===== config.mk =====
export PLATFORM = sky130hd
export DESIGN_NAME = regFile
export DESIGN_NICKNAME = d
export VERILOG_FILES = /design/src/rtl/mipsPkg.sv /design/src/rtl/regFile.sv
export SDC_FILE = /design/constraint.sdc
export NUM_CORES = 1
export LEC_CHECK = 0
export BUFFER_PORTS_ARGS = -buffer_cell sky130_fd_sc_hd__buf_2
export CAP_MARGIN = 10
export CORE_ASPECT_RATIO = 1.4
export CORE_MARGIN = 2
export CORE_UTILIZATION = 29
export DETAILED_ROUTE_END_ITERATION = 8
export GPL_ROUTABILITY_DRIVEN = 0
export PLACE_DENSITY_LB_ADDON = 0.15
export SYNTH_ARGS = -nofsm -noshare
export SYNTH_HDL_FRONTEND = slang
export SYNTH_SLANG_ARGS = --single-unit
export TNS_END_PERCENT = 100

===== constraint.sdc =====
create_clock -name clk -period 4.62 [get_ports clk]
set_clock_uncertainty 0.2 [all_clocks]
set_input_delay 0.924 -clock clk [delete_from_list [all_inputs] [get_ports clk]]
set_output_delay 0.924 -clock clk [all_outputs]
set_load 0.005 [all_outputs]

===== src/rtl/mipsPkg.sv =====
// ~~~~~~~~~~~~~~~~~~~~~~~~~~~~~~~~~~~~~~~~~~~~~~~~~~~~~~~~~~~~~~~~~~~~~~
// shared types, access-kind codes, memory opcodes and the stage
// bundles of the memory / write-back back end
// ~~~~~~~~~~~~~~~~~~~~~~~~~~~~~~~~~~~~~~~~~~~~~~~~~~~~~~~~~~~~~~~~~~~~~~
package mipsPkg;

    // data and address values
    typedef logic [31:0] word;
    // register index, 32 registers
    typedef logic [4:0] regAddr;
    // raw instruction
    typedef logic [31:0] instrWord;

    // memory access kind, width plus signedness
    typedef logic [2:0] accessKind;

    localparam accessKind accWord  = 3'd0;
    // signed half
    localparam accessKind accHalf  = 3'd1;
    localparam accessKind accHalfU = 3'd2;
    // signed byte
    localparam accessKind accByte  = 3'd3;
    localparam accessKind accByteU = 3'd4;
    // not a memory access
    localparam accessKind accNone  = 3'd7;

    // primary opcodes, instr[31:26], standard MIPS encodings
    localparam logic [5:0] opLb  = 6'h20;
    localparam logic [5:0] opLh  = 6'h21;
    localparam logic [5:0] opLw  = 6'h23;
    localparam logic [5:0] opLbu = 6'h24;
    localparam logic [5:0] opLhu = 6'h25;
    localparam logic [5:0] opSb  = 6'h28;
    localparam logic [5:0] opSh  = 6'h29;
    localparam logic [5:0] opSw  = 6'h2b;

    // execute -> memory bundle, 170 bits
    typedef struct packed {
        instrWord instr;
        word      pc;
        // effective address for loads and stores
        word      aluOut;
        // rt value as read in decode, may be stale
        word      storeData;
        regAddr   rtAddr;
        regAddr   destAddr;
        // result from execute for non-loads
        word      destData;
    } exMemBundle;

    // memory -> write-back bundle
    // all zero is a no-op, destination 0 writes nothing
    typedef struct packed {
        instrWord instr;
        word      pc;
        // extended load result, zero for non-loads
        word      loadData;
        regAddr   destAddr;
        // value for the register file
        word      destData;
    } memWbBundle;

endpackage

===== src/rtl/regFile.sv =====
// ~~~~~~~~~~~~~~~~~~~~~~~~~~~~~~~~~~~~~~~~~~~~~~~~~~~~~~~~~~~~~~~~~~~~~~
// regFile: 32 x 32 register file, one write port, one debug read port
// ~~~~~~~~~~~~~~~~~~~~~~~~~~~~~~~~~~~~~~~~~~~~~~~~~~~~~~~~~~~~~~~~~~~~~~
module regFile (
    input  logic             clk,
    input  logic             rstN,
    input  mipsPkg::regAddr  writeAddr,
    input  mipsPkg::word     writeData,
    input  mipsPkg::regAddr  readAddr,
    output mipsPkg::word     readData
);

    mipsPkg::word regs [32];

    // write port, r0 stays zero
    always_ff @(posedge clk) begin
        if (!rstN) begin
            for (int i = 0; i < 32; i++) begin
                regs[i] <= '0;
            end
        end else if (writeAddr != '0) begin
            regs[writeAddr] <= writeData;
        end
    end

    // debug read, combinational
    // value written at an edge shows right after that edge
    assign readData = (readAddr == '0) ? '0 : regs[readAddr];

endmodule


==> flow_summary.ini <==
[drt]
dr.pass1.iters = 5
avgViaCountPerCell = 4.86
wire_per_inst_um = 27.0
drtIter0Drc = 1798
drtAntennaViolNets = 0
num_vias = 25473
drt_wl_total_mm = 142
drcViolationCount = 0

[critical_path]
crit_chain = buf_6, and2b_4, a221oi_1, o21ai_0, a311oi_1, buf_4, buf_2
worstPathMaxFanout = 32
critPathRequiredTime_ps = 3500
cp-end-kind = primary output
critPathSlowestCell = a311oi_1
critical_path.max_stage_delay_ps = 750
worstSetupStartpointType = input pin
cp.arrival_ps = 3330
path_class = in2out
crit_family = compound AO/OA/AOI/OAI gates
cp_num_buf_inv = 3

[sta]
worst_pin_slew_ps = 1120
period_share = 0.964
final_max_slew_viol_count = 0
setup_viol = 0
fmax_mhz = 225
rsz0062_at_grt = no
relSlewSlack = 0.256
hold_viol = 0
period_needed_ps = 4450

[layout]
top_regs = regs: 1024 flops
fillers = 15251
regMostFlops = regs
multi_input_area_um2 = 14800
largest_register_ffs = 1024
instances_no_fill = 5245
ff_latch_area_um2 = 30700
design_area_um2 = 53800
drive_above_1_share = 0.233
area_delta_synth_final_pct = 15.8
fin_nets = 3102

[floorplanning]
die_w_um = 342
initial_core_util = 0.292
die_y_um = 478
dieArea_um2 = 163000
num_io_pins = 76
rows = 173
core_area_um2 = 159000

[logic_synthesis]
synth_edf_count = 1024
syn_area_um2 = 46400
synthFlopType = edfxtp_1
synth_top_area_cell = edfxtp_1
synthTopCellsByArea = edfxtp_1 (66%), and2_1 (13%), mux4_2 (11%), clkbuf_1 (1.7%), mux2i_1 (1.4%)
synth_most_common_cell = edfxtp_1
synth_cell_type_count = 36
yosys_warnings = 0
yosysSeqAreaShare = 0.662
syn_inst = 2955
synth_seq_cells = 1024
synthArstFlopShare = 0
synthTopCellsByCount = edfxtp_1 (1024), and2_1 (993), mux4_2 (223), clkbuf_1 (213), mux2i_1 (64)
syn_area_per_cell_um2 = 15.7
yosys.area.top_type_share = 0.662

[power]
ir_drop_uv = 300
powerDensity_nw_per_um2 = 392
p_leak_nw = 18.3

[grt]
antenna_found_initial = 6
grt_use_total = 0.174
overflow = 0
grt_first_pass_wirelength_mm = 203
grt_max_degree = 42
grt_pass1_vias = 27239

[placement]
io_buffers = 75
dpl_cell_area_um2 = 50500
hpwlAfterDp_mm = 91.4
placedCellCount = 5054

[clock_tree]
cts_tree = built
clkSlewWorstSetupHoldPaths_ps = 70
cts_hold_buf = 0
clock_sink_count = 1024
cts_buffer_depth = 3
cts_buffers = 102
post_cts.repair.setup_buffers = 0
cts-htree-levels = 3
cts_resized = 0
cts-root-buf = clkbuf_16

[outcome]
outcome = completed

[worst_hold_path]
hold_path.class = in2reg

[run]
maxCapViolCount = 0
## layout by cell type, fill, tap and decap left out, types with 14 or more instances in the layout
master	count
nor2b_1	32
o21ai_0	14
buf_4	161
clkinv_1	28
and2_1	993
nor2_2	30
clkbuf_1	17
a221oi_1	24
a311oi_1	32
a211oi_1	32
buf_2	71
edfxtp_1	1024
conb_1	32
o21ai_4	31
clkbuf_16	104
mux4_2	223
nand2_1	17
mux2_2	32
buf_12	33
o21ai_1	42
clkinv_2	15
mux2i_1	64
a22oi_1	32
## through the flow
step	TNS [ps]	worst slack, ps	hold slack [ps]	power (mW)	utilization
after global placement	0	175	1370	12.9	0.318
final	0	166	639	21.1	0.338
after detailed placement	0	171	1380	12.9	0.318
after CTS	0	159	607	21.3	0.338
after floorplan	-77550	-355	922	12.0	-
after global routing	0	72.1	638	21.8	0.338
## layer usage
metal	GRT usage	wire [um]	up-vias
met2	0.312	73700	612
met5	0	0	-
met3	0.0207	5410	173
li1	-	-	11118
met4	0.0457	3000	0
met1	0.219	59400	13570
## worst paths after layout
kind | start | to | slack, ps | cells past startpoint
hold / removal | rstN | regs[13][11]$_SDFFCE_PN0P_ | 640 | 2
setup / recovery | readAddr[0] | readData[18] | 170 | 7
## area by class of cell
type | instances | area share
inverters | 2 | 0.000163
well taps | 2100 | 0.0489
diodes | 7 | 0.000326
multi-input cells | 1660 | 0.276
flip-flops and latches | 1024 | 0.572
clock inverters | 63 | 0.0115
repair buffers | 268 | 0.0421
clock buffers | 121 | 0.0496
## logic make-up after synthesis
family	synth area share
AOI/OAI and AO/OA	0.0318
buffers and inverters	0.0309
DFF	0.662
muxes	0.130
other	0.0000807
and+or+nand+nor	0.145
## report_power, final
| part | leakage (nW) | total [mW] | switching, mW | internal [mW] |
|---|---|---|---|---|
| combinational | 6.95 | 1.77 | 1.08 | 0.692 |
| sequential | 9.77 | 10.9 | 0.141 | 10.7 |
| clock | 1.60 | 8.43 | 3.66 | 4.77 |
Power figures use the tool's default switching activity.
